--- config.mk ---
export PLATFORM = sky130hd
export DESIGN_NAME = friscv_rv32i_core
export DESIGN_NICKNAME = d
export VERILOG_FILES = /design/src/common/friscv_pkg.sv /design/src/friscv_rv32i_core.sv /design/src/processing/friscv_memfy.sv /design/src/processing/friscv_alu.sv /design/src/control/friscv_control.sv /design/src/control/friscv_decoder.sv /design/src/friscv_registers.sv
export SDC_FILE = /design/constraint.sdc
export NUM_CORES = 2
export LEC_CHECK = 0
export ABC_AREA = 1
export BUFFER_PORTS_ARGS = -buffer_cell sky130_fd_sc_hd__buf_2
export CORE_ASPECT_RATIO = 1.1
export CORE_MARGIN = 3
export CORE_UTILIZATION = 40
export DETAILED_ROUTE_END_ITERATION = 10
export PLACE_DENSITY_LB_ADDON = 0.1
export SYNTH_ARGS = -nofsm -noshare
export SYNTH_HDL_FRONTEND = slang
export SYNTH_SLANG_ARGS = --single-unit
--- constraint.sdc ---
create_clock -name aclk -period 14.2 [get_ports aclk]
set_input_delay 1.42 -clock aclk [delete_from_list [all_inputs] [get_ports aclk]]
set_output_delay 1.42 -clock aclk [all_outputs]
set_load 0.05 [all_outputs]
--- src/common/friscv_pkg.sv ---
// Shared widths and encodings of the RV32I core
// Only the kept subset of the base ISA has an opcode here
package friscv_pkg;

    ////////////////////
    // Widths
    ////////////////////

    localparam int XLEN       = 32;
    localparam int ILEN       = 32;
    localparam int REG_ADDR_W = 5;
    localparam int STATUS_W   = 8;

    // First fetch address after reset
    localparam logic [XLEN-1:0] BOOT_ADDR = 32'h0000_0000;

    // Status bus bit positions, bits 2 and 4 to 7 stay zero
    localparam int ST_ECALL   = 0;
    localparam int ST_EBREAK  = 1;
    localparam int ST_ILLEGAL = 3;

    ////////////////////
    // Encodings
    ////////////////////

    // Major opcodes, instr[6:0]
    typedef enum logic [6:0] {
        OP     = 7'b0110011,
        OP_IMM = 7'b0010011,
        LUI    = 7'b0110111,
        AUIPC  = 7'b0010111,
        JAL    = 7'b1101111,
        JALR   = 7'b1100111,
        BRANCH = 7'b1100011,
        STORE  = 7'b0100011,
        SYSTEM = 7'b1110011
    } opcode_t;

    typedef enum logic [3:0] {
        ALU_ADD,
        ALU_SUB,
        ALU_SLL,
        ALU_SLT,
        ALU_SLTU,
        ALU_XOR,
        ALU_SRL,
        ALU_SRA,
        ALU_OR,
        ALU_AND,
        ALU_PASS_B
    } alu_op_t;

    // Same values as the branch funct3
    typedef enum logic [2:0] {
        BR_EQ  = 3'b000,
        BR_NE  = 3'b001,
        BR_LT  = 3'b100,
        BR_GE  = 3'b101,
        BR_LTU = 3'b110,
        BR_GEU = 3'b111
    } br_op_t;

endpackage
--- src/friscv_rv32i_core.sv ---
// RV32I core without caches, CSRs or loads, one instruction at a time
// A trap halts fetching until rst, the cause stays on status
module friscv_rv32i_core import friscv_pkg::*; (
    input  logic                aclk,
    input  logic                rst,
    output logic [STATUS_W-1:0] status,
    // Instruction read channel
    output logic                imem_arvalid,
    input  logic                imem_arready,
    output logic [XLEN-1:0]     imem_araddr,
    input  logic                imem_rvalid,
    output logic                imem_rready,
    input  logic [ILEN-1:0]     imem_rdata,
    // Data write channel
    output logic                dmem_awvalid,
    input  logic                dmem_awready,
    output logic [XLEN-1:0]     dmem_awaddr,
    output logic                dmem_wvalid,
    input  logic                dmem_wready,
    output logic [XLEN-1:0]     dmem_wdata,
    output logic [3:0]          dmem_wstrb,
    input  logic                dmem_bvalid,
    output logic                dmem_bready
);

    ////////////////////
    // Internal wires
    ////////////////////

    logic [ILEN-1:0]       instr;
    opcode_t               opcode;
    logic                  illegal;
    logic                  is_ecall;
    logic                  is_ebreak;
    logic [REG_ADDR_W-1:0] rs1_addr;
    logic [REG_ADDR_W-1:0] rs2_addr;
    logic [REG_ADDR_W-1:0] rd_addr;
    logic [XLEN-1:0]       imm;
    alu_op_t               alu_op;
    logic                  use_imm;
    br_op_t                br_op;

    logic [XLEN-1:0]       rs1_val;
    logic [XLEN-1:0]       rs2_val;
    logic                  rd_wr;
    logic [XLEN-1:0]       rd_wdata;

    logic [XLEN-1:0]       pc;
    logic [XLEN-1:0]       alu_result;
    logic                  branch_taken;
    logic [XLEN-1:0]       next_pc;
    logic [XLEN-1:0]       link_val;

    logic                  st_start;
    logic [XLEN-1:0]       st_addr;
    logic [XLEN-1:0]       st_data;
    logic                  st_done;

    ////////////////////
    // Blocks
    ////////////////////

    // Port names match the wires above one to one
    friscv_control   u_control   (.*);
    friscv_decoder   u_decoder   (.*);
    friscv_registers u_registers (.*);
    friscv_alu       u_alu       (.*);
    friscv_memfy     u_memfy     (.*);

endmodule

--- src/processing/friscv_memfy.sv ---
// Word store unit on an AXI4-lite write channel, one store at a time
// wstrb is fixed to all ones, the write response is not checked
module friscv_memfy import friscv_pkg::*; (
    input  logic            aclk,
    input  logic            rst,
    input  logic            st_start,
    input  logic [XLEN-1:0] st_addr,
    input  logic [XLEN-1:0] st_data,
    output logic            st_done,
    output logic            dmem_awvalid,
    input  logic            dmem_awready,
    output logic [XLEN-1:0] dmem_awaddr,
    output logic            dmem_wvalid,
    input  logic            dmem_wready,
    output logic [XLEN-1:0] dmem_wdata,
    output logic [3:0]      dmem_wstrb,
    input  logic            dmem_bvalid,
    output logic            dmem_bready
);

    logic aw_last;
    logic w_last;

    // Channel done this cycle, or already done earlier
    assign aw_last = !dmem_awvalid || dmem_awready;
    assign w_last  = !dmem_wvalid || dmem_wready;

    always_ff @(posedge aclk) begin
        if (rst) begin
            dmem_awvalid <= 1'b0;
            dmem_wvalid  <= 1'b0;
            dmem_bready  <= 1'b0;
            st_done      <= 1'b0;
        end else begin
            st_done <= 1'b0;
            if (st_start) begin
                dmem_awvalid <= 1'b1;
                dmem_wvalid  <= 1'b1;
            end else begin
                // AW and W drop their valid independently
                if (dmem_awready) dmem_awvalid <= 1'b0;
                if (dmem_wready) dmem_wvalid <= 1'b0;
                if ((dmem_awvalid || dmem_wvalid) && aw_last && w_last) begin
                    dmem_bready <= 1'b1;
                end
                if (dmem_bready && dmem_bvalid) begin
                    dmem_bready <= 1'b0;
                    st_done     <= 1'b1;
                end
            end
        end
    end

    // Payload held for the whole transfer
    always_ff @(posedge aclk) begin
        if (st_start) begin
            dmem_awaddr <= st_addr;
            dmem_wdata  <= st_data;
        end
    end

    assign dmem_wstrb = 4'hF;

endmodule

--- src/processing/friscv_alu.sv ---
// Combinational ALU with branch comparator and next PC
// Misaligned jump targets are not checked
module friscv_alu import friscv_pkg::*; (
    input  logic [XLEN-1:0] pc,
    input  logic [XLEN-1:0] rs1_val,
    input  logic [XLEN-1:0] rs2_val,
    input  logic [XLEN-1:0] imm,
    input  alu_op_t         alu_op,
    input  logic            use_imm,
    input  br_op_t          br_op,
    input  opcode_t         opcode,
    output logic [XLEN-1:0] alu_result,
    output logic            branch_taken,
    output logic [XLEN-1:0] next_pc,
    output logic [XLEN-1:0] link_val
);

    logic [XLEN-1:0] op_a;
    logic [XLEN-1:0] op_b;
    logic [XLEN-1:0] jalr_target;
    logic            cond;

    // AUIPC adds the immediate to the PC
    assign op_a = (opcode == AUIPC) ? pc : rs1_val;
    assign op_b = use_imm ? imm : rs2_val;

    always_comb begin
        case (alu_op)
            ALU_ADD:    alu_result = op_a + op_b;
            ALU_SUB:    alu_result = op_a - op_b;
            ALU_SLL:    alu_result = op_a << op_b[4:0];
            ALU_SLT:    alu_result = {31'b0, $signed(op_a) < $signed(op_b)};
            ALU_SLTU:   alu_result = {31'b0, op_a < op_b};
            ALU_XOR:    alu_result = op_a ^ op_b;
            ALU_SRL:    alu_result = op_a >> op_b[4:0];
            ALU_SRA:    alu_result = $unsigned($signed(op_a) >>> op_b[4:0]);
            ALU_OR:     alu_result = op_a | op_b;
            ALU_AND:    alu_result = op_a & op_b;
            ALU_PASS_B: alu_result = op_b;
            default:    alu_result = '0;
        endcase
    end

    ////////////////////
    // Branches and jumps
    ////////////////////

    always_comb begin
        case (br_op)
            BR_EQ:   cond = (rs1_val == rs2_val);
            BR_NE:   cond = (rs1_val != rs2_val);
            BR_LT:   cond = ($signed(rs1_val) < $signed(rs2_val));
            BR_GE:   cond = ($signed(rs1_val) >= $signed(rs2_val));
            BR_LTU:  cond = (rs1_val < rs2_val);
            BR_GEU:  cond = (rs1_val >= rs2_val);
            default: cond = 1'b0;
        endcase
    end

    assign branch_taken = (opcode == BRANCH) && cond;
    assign jalr_target  = (rs1_val + imm) & ~32'h1;
    assign link_val     = pc + 32'd4;

    assign next_pc = (opcode == JALR)                  ? jalr_target :
                     (opcode == JAL || branch_taken)   ? pc + imm    :
                                                         link_val;

endmodule

--- src/control/friscv_control.sv ---
// Fetch and execute sequencer, not pipelined, one fetch in flight
// ECALL, EBREAK and illegal words set a sticky status bit and halt
module friscv_control import friscv_pkg::*; (
    input  logic                  aclk,
    input  logic                  rst,
    // Instruction read channel
    output logic                  imem_arvalid,
    input  logic                  imem_arready,
    output logic [XLEN-1:0]       imem_araddr,
    input  logic                  imem_rvalid,
    output logic                  imem_rready,
    input  logic [ILEN-1:0]       imem_rdata,
    // Decoder
    output logic [ILEN-1:0]       instr,
    input  opcode_t               opcode,
    input  logic                  illegal,
    input  logic                  is_ecall,
    input  logic                  is_ebreak,
    input  logic [REG_ADDR_W-1:0] rd_addr,
    // ALU and register operands
    input  logic [XLEN-1:0]       alu_result,
    input  logic                  branch_taken,
    input  logic [XLEN-1:0]       next_pc,
    input  logic [XLEN-1:0]       link_val,
    input  logic [XLEN-1:0]       rs2_val,
    output logic [XLEN-1:0]       pc,
    // Register writeback
    output logic                  rd_wr,
    output logic [XLEN-1:0]       rd_wdata,
    // Store unit
    output logic                  st_start,
    output logic [XLEN-1:0]       st_addr,
    output logic [XLEN-1:0]       st_data,
    input  logic                  st_done,
    output logic [STATUS_W-1:0]   status
);

    typedef enum logic [2:0] {
        S_FETCH,
        S_WAIT,
        S_EXEC,
        S_STORE,
        S_HALT
    } state_t;

    state_t state;
    logic   trap;
    logic   jump;
    logic   writes_rd;

    assign trap      = illegal | is_ecall | is_ebreak;
    assign jump      = (opcode == JAL) || (opcode == JALR);
    assign writes_rd = (opcode == OP) || (opcode == OP_IMM) || (opcode == LUI) ||
                       (opcode == AUIPC) || jump;

    ////////////////////
    // Sequencer
    ////////////////////

    always_ff @(posedge aclk) begin
        if (rst) begin
            state        <= S_FETCH;
            imem_arvalid <= 1'b0;
            pc           <= BOOT_ADDR;
            status       <= '0;
        end else begin
            case (state)
                S_FETCH: begin
                    // arvalid comes up on the first cycle out of reset
                    if (imem_arvalid && imem_arready) begin
                        imem_arvalid <= 1'b0;
                        state        <= S_WAIT;
                    end else begin
                        imem_arvalid <= 1'b1;
                    end
                end
                S_WAIT: begin
                    if (imem_rvalid) begin
                        state <= S_EXEC;
                    end
                end
                S_EXEC: begin
                    if (trap) begin
                        status[ST_ILLEGAL] <= illegal;
                        status[ST_ECALL]   <= is_ecall & ~illegal;
                        status[ST_EBREAK]  <= is_ebreak & ~illegal;
                        state              <= S_HALT;
                    end else begin
                        pc <= (branch_taken || jump) ? next_pc : link_val;
                        if (opcode == STORE) begin
                            state <= S_STORE;
                        end else begin
                            imem_arvalid <= 1'b1;
                            state        <= S_FETCH;
                        end
                    end
                end
                S_STORE: begin
                    if (st_done) begin
                        imem_arvalid <= 1'b1;
                        state        <= S_FETCH;
                    end
                end
                default: begin
                    // Halted until reset
                    state <= S_HALT;
                end
            endcase
        end
    end

    // Instruction word, a payload register
    always_ff @(posedge aclk) begin
        if (state == S_WAIT && imem_rvalid) begin
            instr <= imem_rdata;
        end
    end

    assign imem_araddr = pc;
    assign imem_rready = (state == S_WAIT);

    ////////////////////
    // Writeback and store request
    ////////////////////

    assign rd_wr    = (state == S_EXEC) && !trap && writes_rd && (rd_addr != '0);
    assign rd_wdata = jump ? link_val : alu_result;

    assign st_start = (state == S_EXEC) && !trap && (opcode == STORE);
    assign st_addr  = alu_result;
    assign st_data  = rs2_val;

endmodule

--- src/control/friscv_decoder.sv ---
// Combinational RV32I decoder for the kept subset
// Loads, FENCE, CSR access and sub-word stores decode as illegal
module friscv_decoder import friscv_pkg::*; (
    input  logic [ILEN-1:0]       instr,
    output opcode_t               opcode,
    output logic [REG_ADDR_W-1:0] rs1_addr,
    output logic [REG_ADDR_W-1:0] rs2_addr,
    output logic [REG_ADDR_W-1:0] rd_addr,
    output logic [XLEN-1:0]       imm,
    output alu_op_t               alu_op,
    output logic                  use_imm,
    output br_op_t                br_op,
    output logic                  is_ecall,
    output logic                  is_ebreak,
    output logic                  illegal
);

    logic [2:0] funct3;
    logic [6:0] funct7;

    // funct3 to ALU operation, alt selects SUB or SRA
    function automatic alu_op_t arith_op(input logic [2:0] f3, input logic alt);
        case (f3)
            3'b000:  return alt ? ALU_SUB : ALU_ADD;
            3'b001:  return ALU_SLL;
            3'b010:  return ALU_SLT;
            3'b011:  return ALU_SLTU;
            3'b100:  return ALU_XOR;
            3'b101:  return alt ? ALU_SRA : ALU_SRL;
            3'b110:  return ALU_OR;
            default: return ALU_AND;
        endcase
    endfunction

    assign funct3   = instr[14:12];
    assign funct7   = instr[31:25];
    assign rs1_addr = instr[19:15];
    assign rs2_addr = instr[24:20];
    assign rd_addr  = instr[11:7];
    assign opcode   = opcode_t'(instr[6:0]);
    assign br_op    = br_op_t'(funct3);

    always_comb begin
        imm       = {{20{instr[31]}}, instr[31:20]};
        alu_op    = ALU_ADD;
        use_imm   = 1'b1;
        is_ecall  = 1'b0;
        is_ebreak = 1'b0;
        illegal   = 1'b0;
        case (instr[6:0])
            OP: begin
                use_imm = 1'b0;
                alu_op  = arith_op(funct3, instr[30]);
                illegal = !(funct7 == 7'h00 ||
                            (funct7 == 7'h20 && (funct3 == 3'b000 || funct3 == 3'b101)));
            end
            OP_IMM: begin
                alu_op = arith_op(funct3, funct3 == 3'b101 && instr[30]);
                // Shift amounts only use the low five bits
                if (funct3 == 3'b001) illegal = (funct7 != 7'h00);
                if (funct3 == 3'b101) illegal = (funct7 != 7'h00 && funct7 != 7'h20);
            end
            LUI: begin
                imm    = {instr[31:12], 12'b0};
                alu_op = ALU_PASS_B;
            end
            AUIPC: imm = {instr[31:12], 12'b0};
            JAL: imm = {{11{instr[31]}}, instr[31], instr[19:12], instr[20],
                        instr[30:21], 1'b0};
            JALR: illegal = (funct3 != 3'b000);
            BRANCH: begin
                imm     = {{19{instr[31]}}, instr[31], instr[7], instr[30:25],
                           instr[11:8], 1'b0};
                use_imm = 1'b0;
                illegal = (funct3 == 3'b010 || funct3 == 3'b011);
            end
            STORE: begin
                imm     = {{20{instr[31]}}, instr[31:25], instr[11:7]};
                illegal = (funct3 != 3'b010);
            end
            SYSTEM: begin
                is_ecall  = (instr == 32'h0000_0073);
                is_ebreak = (instr == 32'h0010_0073);
                illegal   = !(is_ecall || is_ebreak);
            end
            default: illegal = 1'b1;
        endcase
    end

endmodule

--- src/friscv_registers.sv ---
// 32 integer registers, asynchronous read, write on the clock edge
// x0 ignores writes and so always reads zero
module friscv_registers import friscv_pkg::*; (
    input  logic                  aclk,
    input  logic                  rst,
    input  logic [REG_ADDR_W-1:0] rs1_addr,
    input  logic [REG_ADDR_W-1:0] rs2_addr,
    output logic [XLEN-1:0]       rs1_val,
    output logic [XLEN-1:0]       rs2_val,
    input  logic                  rd_wr,
    input  logic [REG_ADDR_W-1:0] rd_addr,
    input  logic [XLEN-1:0]       rd_wdata
);

    logic [XLEN-1:0] regs [2**REG_ADDR_W];

    always_ff @(posedge aclk) begin
        if (rst) begin
            for (int i = 0; i < 2**REG_ADDR_W; i++) begin
                regs[i] <= '0;
            end
        end else if (rd_wr && rd_addr != '0) begin
            regs[rd_addr] <= rd_wdata;
        end
    end

    assign rs1_val = regs[rs1_addr];
    assign rs2_val = regs[rs2_addr];

endmodule

==> metrics list <==
- Worst slew slack as a fraction of its limit: 9.742%
- Counting distinct cell types in the post-synthesis netlist gives 60.
- The share of the Yosys chip area taken by registers is 45.48%.
- The biggest area contributor in the post-synthesis netlist is sky130_fd_sc_hd__edfxtp_1.
- CTS built an H-tree with a depth of 4.
- After synthesis, the cell types taking the most area are sky130_fd_sc_hd__edfxtp_1 (44%), sky130_fd_sc_hd__nand2_1 (12%), sky130_fd_sc_hd__nand3_1 (9.5%).
- The top cell type by area accounts for 44.09% of the synthesized area.
- Highest clock rate: 110.4 MHz
* Synth Flop Type: sky130_fd_sc_hd__edfxtp_1
* Final-stage net count: 10.08k
- Across the run, the number of max-cap violations was 0.
- Area of the die: 196,000 um^2
- # rows: 167
- Setup skew after layout: 0.05943 ns
* Fraction of final layout cells sized beyond drive strength 1: 7.358%
- STA classifies the critical path endpoint as a flip-flop.
* Maximum number of buffers from clock root to sink: 3
- Port buffering added 142 buffers.
- # setup viols final: 0
* Max incr delay on CP: 0.90 ns
- WP buf/inv: 7
* Aggregate negative setup slack: 0 ns
- In this run the horizontal extent of the chip is 422.4 um.
- After the first detailed-routing iteration, the DRC count stood at 11.61k.
- Pin placement for this block handled 152 I/O pins.
- Count leader, synth: sky130_fd_sc_hd__nand2_1
- Combined global-route utilization of all metal layers: 39.04%
- The via count of the first global-routing pass was 72.38k.
* Minimum clock period: 9.060 ns
* Vertical die dimension: 464.0 um
* Crit-path leading delay family: buffers and inverters
* Post-route total power: 16.53 mW
* Pre-CTS WS: 5.518 ns
- The first global-routing pass estimated 548.9 mm of wire.
* DR vias/cell: 6.195
- The region available for standard cell placement spans 188,900 um^2.
- After detailed routing, the number of remaining DRC violations is 0.
* Outcome: complete, no violations
- The number of setup buffers added after CTS is 0.
- Data on the critical path is required at its endpoint by 14.72 ns.
- Worst-Margin Slew: 1.336 ns
- Synthesis produced 10.06k cells.
- Entering global routing, the biggest net connects 163 pins.
- Final Routed Wirelength: 396.7 mm
- Most common library cells after synthesis: sky130_fd_sc_hd__nand2_1 (2,497), sky130_fd_sc_hd__nor2_1 (1,744), sky130_fd_sc_hd__nand3_1 (1,446)
* Number of storage elements in the synthesis netlist: 1,173
* Area Overhead vs Synth: 8.886%
- TritonCTS built the clock tree.
* Number of warnings issued by yosys: 0
- The number of slew-limit violations in the final report came to 0.
- At the end of routability-driven placement, the weighted congestion stood at 1.008.
- Summed over all layers, the global routing overflow is 0.
* Synth async-reset ratio: 0%
- The pre-antenna-repair detailed-routing pass consisted of 9 iterations.
- Setup repair after global routing missed its margin: false
* Sort of element at the start of the critical path: flip-flop
* Worst hold path class: flip-flop to flip-flop
* Final antenna-violating net count: 0
* Synth Cell Area: 76,290 um^2
- Across all register-to-register paths, the minimum setup slack is 5.14 ns.
* Worst-skew pair later-pin latency: 0.84 ns
- Critical path start-end classification: flip-flop to flip-flop
- After layout, the worst path uses 63.80% of the clock period.
- Setup slack closes at 5.140 ns.
- Number of buffers created by CTS: 140
- Power density over the cells: 199.0 nW/um^2
- Average wire length per cell after detail routing: 31.77 um
* HPWL after DPL: 257.6 mm
- In this run the static leakage power is 33.87 nW.
- Post-CTS repair changed the size of 0 cells.
- Slowest cell on crit path: sky130_fd_sc_hd__o21ai_4
- The worst-case IR drop observed on VDD is 224.7 uV.
- The number of hold violations in the final report is 0.
- Initial cell density of the core: 40.39%
- Data arrival time of the worst path: 9.58 ns
* Number of vias after detailed routing: 77.35k
- The number of antenna violations at the first check in global routing was 7.
* Average size of a mapped cell: 7.581 um^2
* Number of synthesized flops with an enable pin: 1,120
- Number of clock sinks: 1,173
- Maximum fanout along the worst path: 70
- Clock Pin Slew Worst Setup and Hold Paths: 0.06 ns
- In this design, the critical path's most frequently occurring cell is sky130_fd_sc_hd__nand2_1.
- Root Buffer Master: sky130_fd_sc_hd__clkbuf_16
- Hold-fix buffers at CTS: 0
[cell families (layout without fill, tap and decap cells)]
group                    after synthesis  after routing  synth area share [%]
AND/OR/NAND/NOR                     5895           5895                 32.06
AO/OA/AOI/OAI                       1486           1486                 11.34
buffers and inverters               1245           1091                 7.100
other                                  2             45              0.009844
XOR/XNOR                              65             65                0.7462
flip-flops                          1173           1173                 45.48
adder cells (fa/ha/maj)              197            197                 3.270
[final timing paths]
kind,depth (start not counted),to,start
max,28,u_registers.regs[1][19]$_SDFFCE_PN0P_,flip-flop
min,2,u_memfy.dmem_bready$_SDFFE_PP0P_,u_memfy.dmem_bready$_SDFFE_PP0P_
max reg2reg,28,u_registers.regs[1][19]$_SDFFCE_PN0P_,flip-flop
min reg2reg,2,u_memfy.dmem_bready$_SDFFE_PP0P_,u_memfy.dmem_bready$_SDFFE_PP0P_
[power by group]
part           internal, mW  switching (mW)  total, mW
registers              3.97           0.154       4.12
clock network          2.00            1.55       3.54
logic                  1.85            7.02       8.86
total                  7.81            8.72       16.5
[layout by cell type, fill, tap and decap left out, types with 141 or more instances in the layout]
cell type                      n
sky130_fd_sc_hd__buf_4       206
sky130_fd_sc_hd__ha_1        193
sky130_fd_sc_hd__o221ai_1    171
sky130_fd_sc_hd__inv_1       459
sky130_fd_sc_hd__a21oi_1     297
sky130_fd_sc_hd__nand2_1    2446
sky130_fd_sc_hd__nand3_1    1445
sky130_fd_sc_hd__nor2_1     1742
sky130_fd_sc_hd__buf_2       141
sky130_fd_sc_hd__edfxtp_1   1120
sky130_fd_sc_hd__clkbuf_16   146
sky130_fd_sc_hd__o21ai_0     738
[final cells by class]
type,count,area (um^2)
multi-input cells,7684,36500
flip-flops and latches,1173,34720
repair buffers,358,2472
inverters,484,1871
well taps,2535,3172
diodes,4,10.01
fillers,19070,105800
clock buffers,186,3824
clock inverters,63,494.2
[per-layer routing]
layer  GRT usage [%]  share of wire, %  vias to the layer above
li1                -                 -                    33670
met1           48.51                37                    37440
met2           59.70                43                     5182
met3           9.120                11                     1054
met4           27.77               8.5                        6
met5               0            0.0088                        -
[registers in the layout (all words and copies together) (netlist names), 3 cells and up, named ones only]
| register | flops |
|---|---|
| u_control.state | 3 |
| u_control.imem_araddr | 32 |
| u_control.status | 3 |
| u_control.instr | 32 |
| u_memfy.dmem_awaddr | 32 |
| u_memfy.dmem_wdata | 32 |
| u_registers.regs | 1024 |
[worst min-delay path: stages, from the launching register on]
cell and delay, ns:
sky130_fd_sc_hd__dfxtp_1 0.31, sky130_fd_sc_hd__inv_1 0.05, sky130_fd_sc_hd__a21oi_1 0.05
[stage by stage]
| step | instances | instance area (um^2) | hold WS, ns | utilization [%] |
|---|---|---|---|---|
| global placement | 12230 | 78740 | 0.4467 | 41.69 |
| global route | 12480 | 83060 | 0.4996 | 43.97 |
| floorplan | 10100 | 76440 | 0.4598 | - |
| CTS | 12480 | 83060 | 0.4571 | 43.97 |
| detailed placement | 12230 | 78740 | 0.4482 | 41.69 |
| finish | 12490 | 83070 | 0.4550 | 43.98 |
Power figures use the tool's default switching activity.
